===== src/common/robot_pkg.sv =====
package robot_pkg;

    typedef logic [7:0] key_code_t;     // Remote key code
    typedef logic [2:0] cam_dir_t;      // Camera direction
    typedef logic [1:0] speed_t;        // Speed class 0 to 2
    typedef logic [6:0] seg_t;          // Active low, bit 0 is segment a

    typedef enum logic [1:0] {
        mode_idle = 2'd0,
        mode_cam  = 2'd1,
        mode_ir   = 2'd2
    } mode_t;

    typedef enum logic [1:0] {
        cam_search = 2'd0,
        cam_follow = 2'd1,
        cam_pause  = 2'd3               // Code 2 unused
    } cam_state_t;

    typedef enum logic [2:0] {
        drv_stop   = 3'd0,
        drv_left   = 3'd1,
        drv_right  = 3'd2,
        drv_slow   = 3'd3,
        drv_medium = 3'd4,
        drv_fast   = 3'd5
    } drive_t;

    localparam cam_dir_t dir_left  = 3'd1;
    localparam cam_dir_t dir_right = 3'd2;
    localparam cam_dir_t dir_ahead = 3'd3;

    // Remote keys
    localparam key_code_t key_cam    = 8'h0F;
    localparam key_code_t key_ir     = 8'h13;
    localparam key_code_t key_idle   = 8'h10;
    localparam key_code_t key_stop   = 8'h0C;
    localparam key_code_t key_left   = 8'h14;
    localparam key_code_t key_right  = 8'h18;
    localparam key_code_t key_fast   = 8'h1B;
    localparam key_code_t key_medium = 8'h19;
    localparam key_code_t key_slow   = 8'h1A;

    typedef struct packed {
        logic     detected;             // Object in view
        cam_dir_t direction;
        speed_t   speed;
    } cam_in_t;

    typedef struct packed {
        mode_t      mode;
        cam_state_t cam_state;
        drive_t     drive;
    } fsm_status_t;

    typedef struct packed {
        logic left_en;
        logic left_fwd;
        logic right_en;
        logic right_fwd;
    } motor_t;

endpackage


===== src/ir/ir_key_rx.sv =====
`timescale 1ns/10ps

module ir_key_rx (
    input  logic                 clk_50,
    input  logic                 rst,
    input  logic                 key_req,
    input  robot_pkg::key_code_t key_code,
    output logic                 key_ack,
    output logic                 key_strobe,
    output robot_pkg::key_code_t key
);

    import robot_pkg::*;

    typedef enum logic [1:0] {
        wait_req     = 2'd0,
        ack_high     = 2'd1,            // First ack cycle, strobe out
        wait_release = 2'd2
    } rx_state_t;

    rx_state_t state;

    always_ff @(posedge clk_50) begin
        if (rst) begin
            state <= wait_req;
        end else begin
            case (state)
                wait_req: begin
                    if (key_req) begin
                        state <= ack_high;
                    end
                end
                ack_high: begin
                    state <= key_req ? wait_release : wait_req;
                end
                wait_release: begin
                    if (!key_req) begin
                        state <= wait_req; // Return to zero done
                    end
                end
                default: begin
                    state <= wait_req;
                end
            endcase
        end
    end

    // Code is stable while req is high
    always_ff @(posedge clk_50) begin
        if (state == wait_req && key_req) begin
            key <= key_code;
        end
    end

    assign key_ack    = (state != wait_req);
    assign key_strobe = (state == ack_high); // Once per transaction

    // Ack only answers a request seen at the previous edge
    a_ack_after_req: assert property (
        @(posedge clk_50) disable iff (rst)
        $rose(key_ack) |-> $past(key_req)
    );

endmodule


===== src/mode_fsm/mode_fsm.sv =====
`timescale 1ns/10ps

module mode_fsm (
    input  logic                   clk_50,
    input  logic                   rst,
    input  logic                   key_strobe,
    input  robot_pkg::key_code_t   key,
    input  robot_pkg::cam_in_t     cam,
    output robot_pkg::fsm_status_t status,
    output logic                   mode_change
);

    import robot_pkg::*;

    mode_t      next_mode;
    cam_state_t next_cam;
    drive_t     next_drive;
    drive_t     cam_drive;              // Command from camera rules
    drive_t     key_drive;              // Command from a drive key
    logic       key_is_drive;

    always_comb begin
        next_mode = status.mode;
        if (key_strobe) begin
            case (key)
                key_cam:  next_mode = mode_cam;
                key_ir:   next_mode = mode_ir;
                key_idle: next_mode = mode_idle;
                default:  next_mode = status.mode;
            endcase
        end
    end

    always_comb begin
        if (next_mode != mode_cam) begin
            next_cam = cam_pause;
        end else begin
            case (status.cam_state)
                cam_search: next_cam = cam.detected ? cam_follow : cam_search;
                cam_follow: next_cam = cam.detected ? cam_follow : cam_search;
                default:    next_cam = cam_search; // Entering cam from pause
            endcase
        end
    end

    // Uses the camera sub-state being entered
    always_comb begin
        cam_drive = drv_stop;
        if (next_cam == cam_search) begin
            cam_drive = drv_right;      // Turn on the spot while looking
        end else if (next_cam == cam_follow) begin
            case (cam.direction)
                dir_left:  cam_drive = drv_left;
                dir_right: cam_drive = drv_right;
                dir_ahead: begin
                    case (cam.speed)
                        2'd0:    cam_drive = drv_slow;
                        2'd1:    cam_drive = drv_medium;
                        2'd2:    cam_drive = drv_fast;
                        default: cam_drive = drv_stop;
                    endcase
                end
                default: cam_drive = drv_stop;
            endcase
        end
    end

    always_comb begin
        key_is_drive = 1'b1;
        case (key)
            key_stop:   key_drive = drv_stop;
            key_left:   key_drive = drv_left;
            key_right:  key_drive = drv_right;
            key_slow:   key_drive = drv_slow;
            key_medium: key_drive = drv_medium;
            key_fast:   key_drive = drv_fast;
            default: begin
                key_drive    = drv_stop;
                key_is_drive = 1'b0;    // Not a drive key
            end
        endcase
    end

    always_comb begin
        case (next_mode)
            mode_cam: begin
                next_drive = cam_drive;
            end
            mode_ir: begin
                if (status.mode != mode_ir) begin
                    next_drive = drv_stop; // Fresh entry into remote drive
                end else if (key_strobe && key_is_drive) begin
                    next_drive = key_drive;
                end else begin
                    next_drive = status.drive;
                end
            end
            default: begin
                next_drive = drv_stop;
            end
        endcase
    end

    always_ff @(posedge clk_50) begin
        if (rst) begin
            status.mode      <= mode_idle;
            status.cam_state <= cam_pause;
            status.drive     <= drv_stop;
            mode_change      <= 1'b0;
        end else begin
            status.mode      <= next_mode;
            status.cam_state <= next_cam;
            status.drive     <= next_drive;
            mode_change      <= (next_mode != status.mode) ||
                                (next_cam != status.cam_state);
        end
    end

    a_idle_stop: assert property (
        @(posedge clk_50) disable iff (rst)
        status.mode == mode_idle |-> status.drive == drv_stop
    );

endmodule


===== src/motor_pwm.sv =====
`timescale 1ns/10ps

module motor_pwm #(
    parameter int pwm_period = 16
) (
    input  logic                   clk_50,
    input  logic                   rst,
    input  robot_pkg::fsm_status_t status,
    output robot_pkg::motor_t      motor
);

    import robot_pkg::*;

    localparam int cnt_w = $clog2(pwm_period);
    localparam logic [cnt_w-1:0] cnt_max = cnt_w'(pwm_period - 1);
    localparam logic [cnt_w:0] quarter_time = (cnt_w + 1)'(pwm_period / 4);
    localparam logic [cnt_w:0] half_time    = (cnt_w + 1)'(pwm_period / 2);
    localparam logic [cnt_w:0] three_q_time = (cnt_w + 1)'((3 * pwm_period) / 4);

    logic [cnt_w-1:0] cnt;              // Free running period counter
    logic [cnt_w:0]   high_time;
    logic             left_fwd;
    logic             right_fwd;
    logic             pwm_on;

    always_comb begin
        left_fwd  = 1'b1;
        right_fwd = 1'b1;
        case (status.drive)
            drv_slow:   high_time = quarter_time;
            drv_medium: high_time = half_time;
            drv_fast:   high_time = three_q_time;
            drv_left: begin
                high_time = half_time;
                left_fwd  = 1'b0;       // Spin left in place
            end
            drv_right: begin
                high_time = half_time;
                right_fwd = 1'b0;
            end
            default: high_time = '0;    // Stop
        endcase
    end

    assign pwm_on = ({1'b0, cnt} < high_time);

    always_ff @(posedge clk_50) begin
        if (rst) begin
            cnt   <= '0;
            motor <= '0;
        end else begin
            cnt             <= (cnt == cnt_max) ? '0 : cnt + 1'b1;
            motor.left_en   <= pwm_on;
            motor.left_fwd  <= left_fwd;
            motor.right_en  <= pwm_on;
            motor.right_fwd <= right_fwd;
        end
    end

    a_stop_quiet: assert property (
        @(posedge clk_50) disable iff (rst)
        $past(status.drive) == drv_stop |-> !motor.left_en && !motor.right_en
    );

endmodule


===== src/display/status_display.sv =====
`timescale 1ns/10ps

module status_display (
    input  robot_pkg::fsm_status_t status,
    output robot_pkg::seg_t        hex0,
    output robot_pkg::seg_t        hex1,
    output robot_pkg::seg_t        hex2,
    output robot_pkg::seg_t        hex3,
    output robot_pkg::seg_t        hex4,
    output robot_pkg::seg_t        hex5,
    output robot_pkg::seg_t        hex6,
    output robot_pkg::seg_t        hex7
);

    import robot_pkg::*;

    // Patterns written as g..a, low lights a segment
    localparam seg_t seg_blank = 7'b1111111;
    localparam seg_t seg_i     = 7'b1111001;
    localparam seg_t seg_d     = 7'b0100001;
    localparam seg_t seg_c     = 7'b1000110;
    localparam seg_t seg_a     = 7'b0001000;
    localparam seg_t seg_r     = 7'b0101111;
    localparam seg_t seg_s     = 7'b0010010; // Also digit 5
    localparam seg_t seg_f     = 7'b0001110;
    localparam seg_t seg_p     = 7'b0001100;
    localparam seg_t seg_t_low = 7'b0000111;
    localparam seg_t seg_o     = 7'b0100011; // Lower case o
    localparam seg_t seg_l     = 7'b1000111;
    localparam seg_t seg_e     = 7'b0000110;
    localparam seg_t seg_g     = 7'b1000010;
    localparam seg_t seg_h     = 7'b0001001;
    localparam seg_t seg_1     = 7'b1111001;
    localparam seg_t seg_2     = 7'b0100100;
    localparam seg_t seg_3     = 7'b0110000;

    always_comb begin
        case (status.mode)
            mode_idle: {hex7, hex6} = {seg_i, seg_d};
            mode_cam:  {hex7, hex6} = {seg_c, seg_a};
            mode_ir:   {hex7, hex6} = {seg_i, seg_r};
            default:   {hex7, hex6} = {seg_blank, seg_blank};
        endcase
    end

    assign hex5 = seg_blank;            // Gap between mode and sub-state

    always_comb begin
        case (status.cam_state)
            cam_search: hex4 = seg_s;
            cam_follow: hex4 = seg_f;
            cam_pause:  hex4 = seg_p;
            default:    hex4 = seg_blank;
        endcase
    end

    always_comb begin
        case (status.drive)
            drv_stop:   {hex3, hex2, hex1, hex0} = {seg_s, seg_t_low, seg_o, seg_p};
            drv_left:   {hex3, hex2, hex1, hex0} = {seg_l, seg_e, seg_f, seg_t_low};
            drv_right:  {hex3, hex2, hex1, hex0} = {seg_r, seg_g, seg_h, seg_t_low};
            drv_slow:   {hex3, hex2, hex1, hex0} = {seg_s, seg_p, seg_blank, seg_1};
            drv_medium: {hex3, hex2, hex1, hex0} = {seg_s, seg_p, seg_blank, seg_2};
            drv_fast:   {hex3, hex2, hex1, hex0} = {seg_s, seg_p, seg_blank, seg_3};
            default: begin
                {hex3, hex2, hex1, hex0} = {seg_blank, seg_blank, seg_blank, seg_blank};
            end
        endcase
    end

endmodule


===== src/robot_ctrl_top.sv =====
`timescale 1ns/10ps

module robot_ctrl_top #(
    parameter int pwm_period = 16
) (
    input  logic                 clk_50,
    input  logic                 rst,
    input  logic                 key_req,
    input  robot_pkg::key_code_t key_code,
    output logic                 key_ack,
    input  robot_pkg::cam_in_t   cam,
    output logic                 mode_change,
    output robot_pkg::motor_t    motor,
    output robot_pkg::seg_t      hex0,
    output robot_pkg::seg_t      hex1,
    output robot_pkg::seg_t      hex2,
    output robot_pkg::seg_t      hex3,
    output robot_pkg::seg_t      hex4,
    output robot_pkg::seg_t      hex5,
    output robot_pkg::seg_t      hex6,
    output robot_pkg::seg_t      hex7
);

    import robot_pkg::*;

    logic        key_strobe;            // One cycle per remote key
    key_code_t   key;
    fsm_status_t status;

    ir_key_rx u_rx (
        .clk_50     (clk_50),
        .rst        (rst),
        .key_req    (key_req),
        .key_code   (key_code),
        .key_ack    (key_ack),
        .key_strobe (key_strobe),
        .key        (key)
    );

    mode_fsm u_fsm (
        .clk_50      (clk_50),
        .rst         (rst),
        .key_strobe  (key_strobe),
        .key         (key),
        .cam         (cam),
        .status      (status),
        .mode_change (mode_change)
    );

    motor_pwm #(
        .pwm_period (pwm_period)
    ) u_motor (
        .clk_50 (clk_50),
        .rst    (rst),
        .status (status),
        .motor  (motor)
    );

    status_display u_display (
        .status (status),
        .hex0   (hex0),
        .hex1   (hex1),
        .hex2   (hex2),
        .hex3   (hex3),
        .hex4   (hex4),
        .hex5   (hex5),
        .hex6   (hex6),
        .hex7   (hex7)
    );

endmodule


===== config.mk =====
export PLATFORM = sky130hd
export DESIGN_NAME = robot_ctrl_top
export DESIGN_NICKNAME = d
export VERILOG_FILES = /design/src/common/robot_pkg.sv /design/src/ir/ir_key_rx.sv /design/src/mode_fsm/mode_fsm.sv /design/src/motor_pwm.sv /design/src/display/status_display.sv /design/src/robot_ctrl_top.sv
export SDC_FILE = /design/constraint.sdc
export NUM_CORES = 1
export LEC_CHECK = 0
export BUFFER_PORTS_ARGS = -buffer_cell sky130_fd_sc_hd__buf_2
export CELL_PAD_IN_SITES_DETAIL_PLACEMENT = 2
export CELL_PAD_IN_SITES_GLOBAL_PLACEMENT = 2
export CORE_MARGIN = 2
export CORE_UTILIZATION = 26
export DETAILED_ROUTE_END_ITERATION = 6
export PLACE_DENSITY = 0.89
export SYNTH_ARGS = -nofsm -noshare
export SYNTH_HDL_FRONTEND = slang
export SYNTH_HIERARCHICAL = 1
export SYNTH_SLANG_ARGS = --single-unit

===== constraint.sdc =====
create_clock -name clk_50 -period 3.2 [get_ports clk_50]
set_input_delay 0.32 -clock clk_50 [delete_from_list [all_inputs] [get_ports clk_50]]
set_output_delay 0.32 -clock clk_50 [all_outputs]
set_load 0.005 [all_outputs]

# [Yosys cells after proc, flatten, opt, wreduce, memory -nomap -nowiden]
# Index checks and enable logic that the tools add are counted.
[word_totals] register_bits=25 in_bits=17 output_inout_bits=62 word_cells=95
[classes] addsub=1 magnitude_cmp=1 eq_ne=36 mux=28 reduce_logical=19
[op_table] operator="7-bit one-hot mux with 3 select lines" n=4
[op_table] operator="8-bit by 5-bit equality test with 1-bit output, second input constant" n=7
[op_table] operator="7-bit one-hot mux with 5 select lines" n=1
[op_table] operator="7-bit one-hot mux with 4 select lines" n=1
[op_table] operator="3-bit one-hot mux with 3 select lines" n=2
[op_table] operator="8-bit by 4-bit equality test with 1-bit output, second input constant" n=2
[op_table] operator="3-bit one-hot mux with 5 select lines" n=1
[op_table] operator="2-bit by 1-bit equality test with 1-bit output, second input constant" n=6
[op_table] operator="3-bit by 2-bit equality test with 1-bit output, second input constant" n=4
[op_table] operator="2-bit two-way mux" n=6
[op_table] operator="3-bit two-way mux" n=4
[op_table] operator="2-bit one-hot mux with 3 select lines" n=2
[op_table] operator="4-bit one-hot mux with 3 select lines" n=1
[op_table] operator="6-bit one-hot mux with 2 select lines" n=1
[op_table] operator="2-bit equality test, second input constant" n=5
[op_table] operator="2-bit zero test" n=5
[op_table] operator="2-bit OR reduction" n=4
[op_table] operator="3-bit by 1-bit equality test with 1-bit output, second input constant" n=2
[op_table] operator="3-bit equality test, second input constant" n=2
[op_table] operator="2-bit inequality test, second input constant" n=3
[op_table] operator="3-bit one-hot mux with 2 select lines" n=1
[op_table] operator="3-bit OR reduction" n=2
[op_table] operator="6-bit OR reduction" n=1
[op_table] operator="4-bit by 1-bit adder with 4-bit output, second input constant" n=1
[op_table] operator="12 further kinds" n=17

# [Depth between registers and ports, before layout]
[depth] depth_word=9 ltp_mapped=11 ltp_nobuf=10

# [Modules after synthesis]
# The synthesis kept the hierarchy.
[by_module_without_submodules] module="mode_fsm" n_inst=1 cells_per_inst=81 area_each_um2=680.7 seq_area_each_um2=160.2
[by_module_without_submodules] module="status_display" n_inst=1 cells_per_inst=71 area_each_um2=456.7 seq_area_each_um2=0.0
[by_module_without_submodules] module="ir_key_rx" n_inst=1 cells_per_inst=18 area_each_um2=330.3 seq_area_each_um2=280.3
[by_module_without_submodules] module="motor_pwm" n_inst=1 cells_per_inst=28 area_each_um2=286.5 seq_area_each_um2=140.1

# [Worst setup path after synthesis]
# OpenSTA, ideal clock, no wires.
[synth_path] path_kind="register -> register" from="reg u_rx.state[1]" to="reg u_fsm/status[0] (netlist name)" setup_time_ps=101 arrival_time_ps=2469 required_time_ps=3099 slack_ps=630 path_stages_with_launch=11 path_buffers=2 period_less_slack_ps=2570 path_cell_list="dfxtp_1 -> and2b_2 -> or4b_1 -> clkbuf_2 -> or3_4 -> nor3b_2 -> ha_1 -> and3b_1 -> buf_1 -> o21a_1 -> o41ai_1"
[synth_between] elab_chain_cells=8 word_cells_on_any_way=13 cone_classes="eq/ne (6); mux (5); reduce/logical (2)"
[synth_rtl] element="start, declared" line_no="ir_key_rx.sv:21" source="rx_state_t state;"
[synth_rtl] element="start signal, assigned" line_no="ir_key_rx.sv:25" source="state <= wait_req;"
[synth_rtl] element="start signal, assigned" line_no="ir_key_rx.sv:30" source="state <= ack_high;"
[synth_rtl] element="start signal, assigned" line_no="ir_key_rx.sv:34" source="state <= key_req ? wait_release : wait_req;"
[synth_rtl] element="2-bit by 1-bit equality test with 1-bit output *" line_no="ir_key_rx.sv:56" source="assign key_strobe = (state == ack_high);"
[synth_rtl] element="named net key_strobe" line_no="robot_ctrl_top.sv:26" source="logic key_strobe;"
[synth_rtl] element="2-bit two-way mux *" line_no="mode_fsm.sv:24" source="if (key_strobe) begin"
[synth_rtl] element="named net u_fsm.next_mode[1]" line_no="mode_fsm.sv:15" source="mode_t next_mode;"
[synth_rtl] element="2-bit by 1-bit inequality test with 1-bit output" line_no="mode_fsm.sv:35" source="if (next_mode != mode_cam) begin"
[synth_rtl] element="2-bit two-way mux" line_no="mode_fsm.sv:35"
[synth_rtl] element="2-bit by 1-bit equality test with 1-bit output" line_no="mode_fsm.sv:51" source="end else if (next_cam == cam_follow) begin"
[synth_rtl] element="3-bit two-way mux" line_no="mode_fsm.sv:51"
[synth_rtl] element="3-bit two-way mux" line_no="mode_fsm.sv:49" source="if (next_cam == cam_search) begin"
[synth_rtl] element="3-bit one-hot mux with 2 select lines" line_no="mode_fsm.sv:85" source="case (next_mode)"
# Mark *: on every way through the listed nets, which the timed path passes. The rest lies on a longest branch.
# A chain may end at the register's enable or synchronous reset.

# [Worst setup path in the final report]
[layout_path] from="reg u_rx.state[1]" to="reg u_fsm/status[0] (netlist name)"
[layout_between] elab_chain_cells=8 word_cells_on_any_way=13 cone_classes="eq/ne (6); mux (5); reduce/logical (2)"
[layout_rtl] element="2-bit by 1-bit equality test with 1-bit output *" line_no="ir_key_rx.sv:56"
[layout_rtl] element="named net key_strobe" line_no="robot_ctrl_top.sv:26"
[layout_rtl] element="2-bit two-way mux *" line_no="mode_fsm.sv:24"
[layout_rtl] element="named net u_fsm.next_mode[1]" line_no="mode_fsm.sv:15"
[layout_rtl] element="2-bit by 1-bit inequality test with 1-bit output" line_no="mode_fsm.sv:35"
[layout_rtl] element="2-bit two-way mux" line_no="mode_fsm.sv:35"
[layout_rtl] element="2-bit by 1-bit equality test with 1-bit output" line_no="mode_fsm.sv:51"
[layout_rtl] element="3-bit two-way mux" line_no="mode_fsm.sv:51"
[layout_rtl] element="3-bit two-way mux" line_no="mode_fsm.sv:49"
[layout_rtl] element="3-bit one-hot mux with 2 select lines" line_no="mode_fsm.sv:85"
# Marks and branches as above.

==> run summary <==
status: complete, no violations
clk sinks: 25
Tcrit/Tclk final: 90.44%
min cycle time layout: 2894 ps
Avg WL per Cell: 14.66 um
Avg Cell Area, Syn: 8.860 um^2
simple-gate share of the synthesized area: 24.89%
row cnt: 29
pwr dens: 299.0 nW/um^2
TritonRoute pass-1 iters: 4
vias: 1528
Hold-fix buffers, CTS: 0
Clk Latency, worst-skew pair: 270 ps
Initial Utilization: 27.31%
RSZ-0062 raised after global routing: false
cells after synthesis: 198
gr busiest metal: met2
max_slew headroom: 45.05%
CTS Root Cell: clkbuf_8
n_diodes: 0
DIE AREA: 7420 um^2
DPL Wire Length: 3.736 mm
Max Cap Viol: 0
number of synthesized register bits: 25
number of global-route vias before repair: 1516
worst reg-to-reg path cell count: 10
# IOs: 79
Fin. Hold Viols: 0
asr flop ratio synth: 0%
fillers: 768
grt met1 use: 14.44%
Setup violations, final: 0
Setup Skew: 5.907 ps
Synth Cell Area: 1754 um^2
LEAKAGE: 0.0009612 uW
sequential cell area fraction in the yosys report: 33.10%
Compound-Gate Fraction of Synth Area: 13.12%
register area: 580.6 um^2
mux cell area share after synthesis: 0.8559%
final estimated routing congestion in global placement: 0.8451
H-tree Lvls: 1
Fmax: 345.5 MHz
Initial DRC Count: 42
kind of critical path: flop to flop
CP max FO: 7
Ys Warns: 6
largest family of logic cells by synthesized area: simple AND/OR/NAND/NOR gates
Req. time, crit path: 3360 ps
Synth Area in Adders: 4.993%
Worst setup SP type: flop
total grt overflow: 0
GRT met2 Usage: 23.04%
post-cts repair resize count: 0
height of the die: 86.14 um
first-pass GRT wire length: 7.424 mm
area of the multi-input gates: 890.9 um^2
Core Box Area: 6422 um^2
WL final: 4.690 mm
IO Port Bufs: 69
Arr. time, crit path: 3060 ps
CTS tree: yes
Reg clk slew, reported paths: 90 ps
CTS max path bufs: 2
total negative slack: 0 ps
Least-Margin Pin Slew: 823.2 ps
met3 usage: 2.791%
via/cell ratio: 4.775
nature of the critical path endpoint: flop
share of layout cells above drive strength 1: 35.80%
Area Growth Syn to Fin: 14.84%
antenna-violating nets left: 0
Most used DFF post-synth: dfxtp_1
Power Total: 602.4 uW
fin nets: 268
Worst R2R Setup Slack: 310 ps
worst vdd ir: 0.2210 mV
Hold WC Path Type: primary input to flop
antenna violations before repair: 0
GRT Overall Usage: 12.38%
most common cell after layout, fill and taps aside: buf_2
pin count of the biggest net entering global routing: 22
Die X: 86.14 um
most frequent cells in the layout: buf_2 (69), nand2_1 (17), dfxtp_1 (17)
CTS Buf Count: 3
DRC viols: 0
EDFF count, synth: 8
worst hold path depth: 1
library cells used by synthesis: 56
Pins Over Slew Limit: 0
post-CTS setup buffers: 0
post-synthesis xor/xnor area fraction: 4.993%
## cell type report
cell class                 count  share of cell area, %
sequential                    25                  28.82
clock buffer                   4                  2.236
multi-input combinational    130                  44.22
tap                           77                  4.783
inverter                      15                  2.795
timing repair buffer          69                  17.14
## critical path: stages (launching register included)
cell,delay (ps)
dfxtp_1,340
and2b_2,220
or4b_1,590
or3_4,430
nor3b_2,180
inv_1,70
ha_1,220
nand4b_1,160
nor3_1,200
a31oi_1,90
o41ai_1,290
## layer usage
layer	part of all wire [%]	wire [um]	vias to the layer above
met5	0	0	-
met4	1.0	47	0
met3	6.0	283	6
met2	50	2361	65
met1	43	1998	723
li1	-	-	734
## logic make-up after synthesis
group           count (synthesis)
xor+xnor                       10
flops                          25
simple gates                   72
other cells                     1
compound gates                 31
mux                             1
fa+ha+maj                       7
buf+inv                        51
## synth_stat cells, types with 6 or more instances
library cell	count	area [um^2]
buf_4	27	202.7
nand2b_1	6	37.54
ha_1	7	87.58
xor2_1	6	52.55
dfxtp_1	17	340.3
nand2_1	17	63.81
inv_1	15	56.30
nor2_1	8	30.03
edfxtp_1	8	240.2
## per-stage QoR
stage | utilization, % | worst slack (ps) | std cells | hold WS, ps | instance area (um^2)
5_1_grt | 31.37 | 107.7 | 320 | 206.8 | 2014
4_1_cts | 31.37 | 302.8 | 320 | 214.8 | 2014
6_report | 31.37 | 305.8 | 320 | 224.8 | 2014
3_3_place_gp | 30.66 | 537.0 | 316 | 468.4 | 1969
3_5_place_dp | 30.66 | 315.1 | 316 | 485.2 | 1969
2_1_floorplan | - | 630.0 | 206 | 389.1 | 1784
## registers in the layout (all words and copies together), names as in the netlist
register,flops
u_fsm/status,7
u_motor/cnt,4
u_rx/key,8
u_motor/motor,3
u_fsm/mode_change,1
u_rx/state,2
## where the power goes
| part | switching (uW) | internal, uW | total, uW |
|---|---|---|---|
| clock | 98.3 | 89.0 | 187 |
| combinational | 33.8 | 25.4 | 59.2 |
| sequential | 14.3 | 341 | 356 |
## final timing paths
path,from,to
max reg2reg,u_rx/state[1],u_fsm/status[0]
min,key_code[6],u_rx/key[6]
min reg2reg,u_motor/cnt[0],u_motor/cnt[0]
max,u_rx/state[1],u_fsm/status[0]
(Power assumes the default switching activity.)
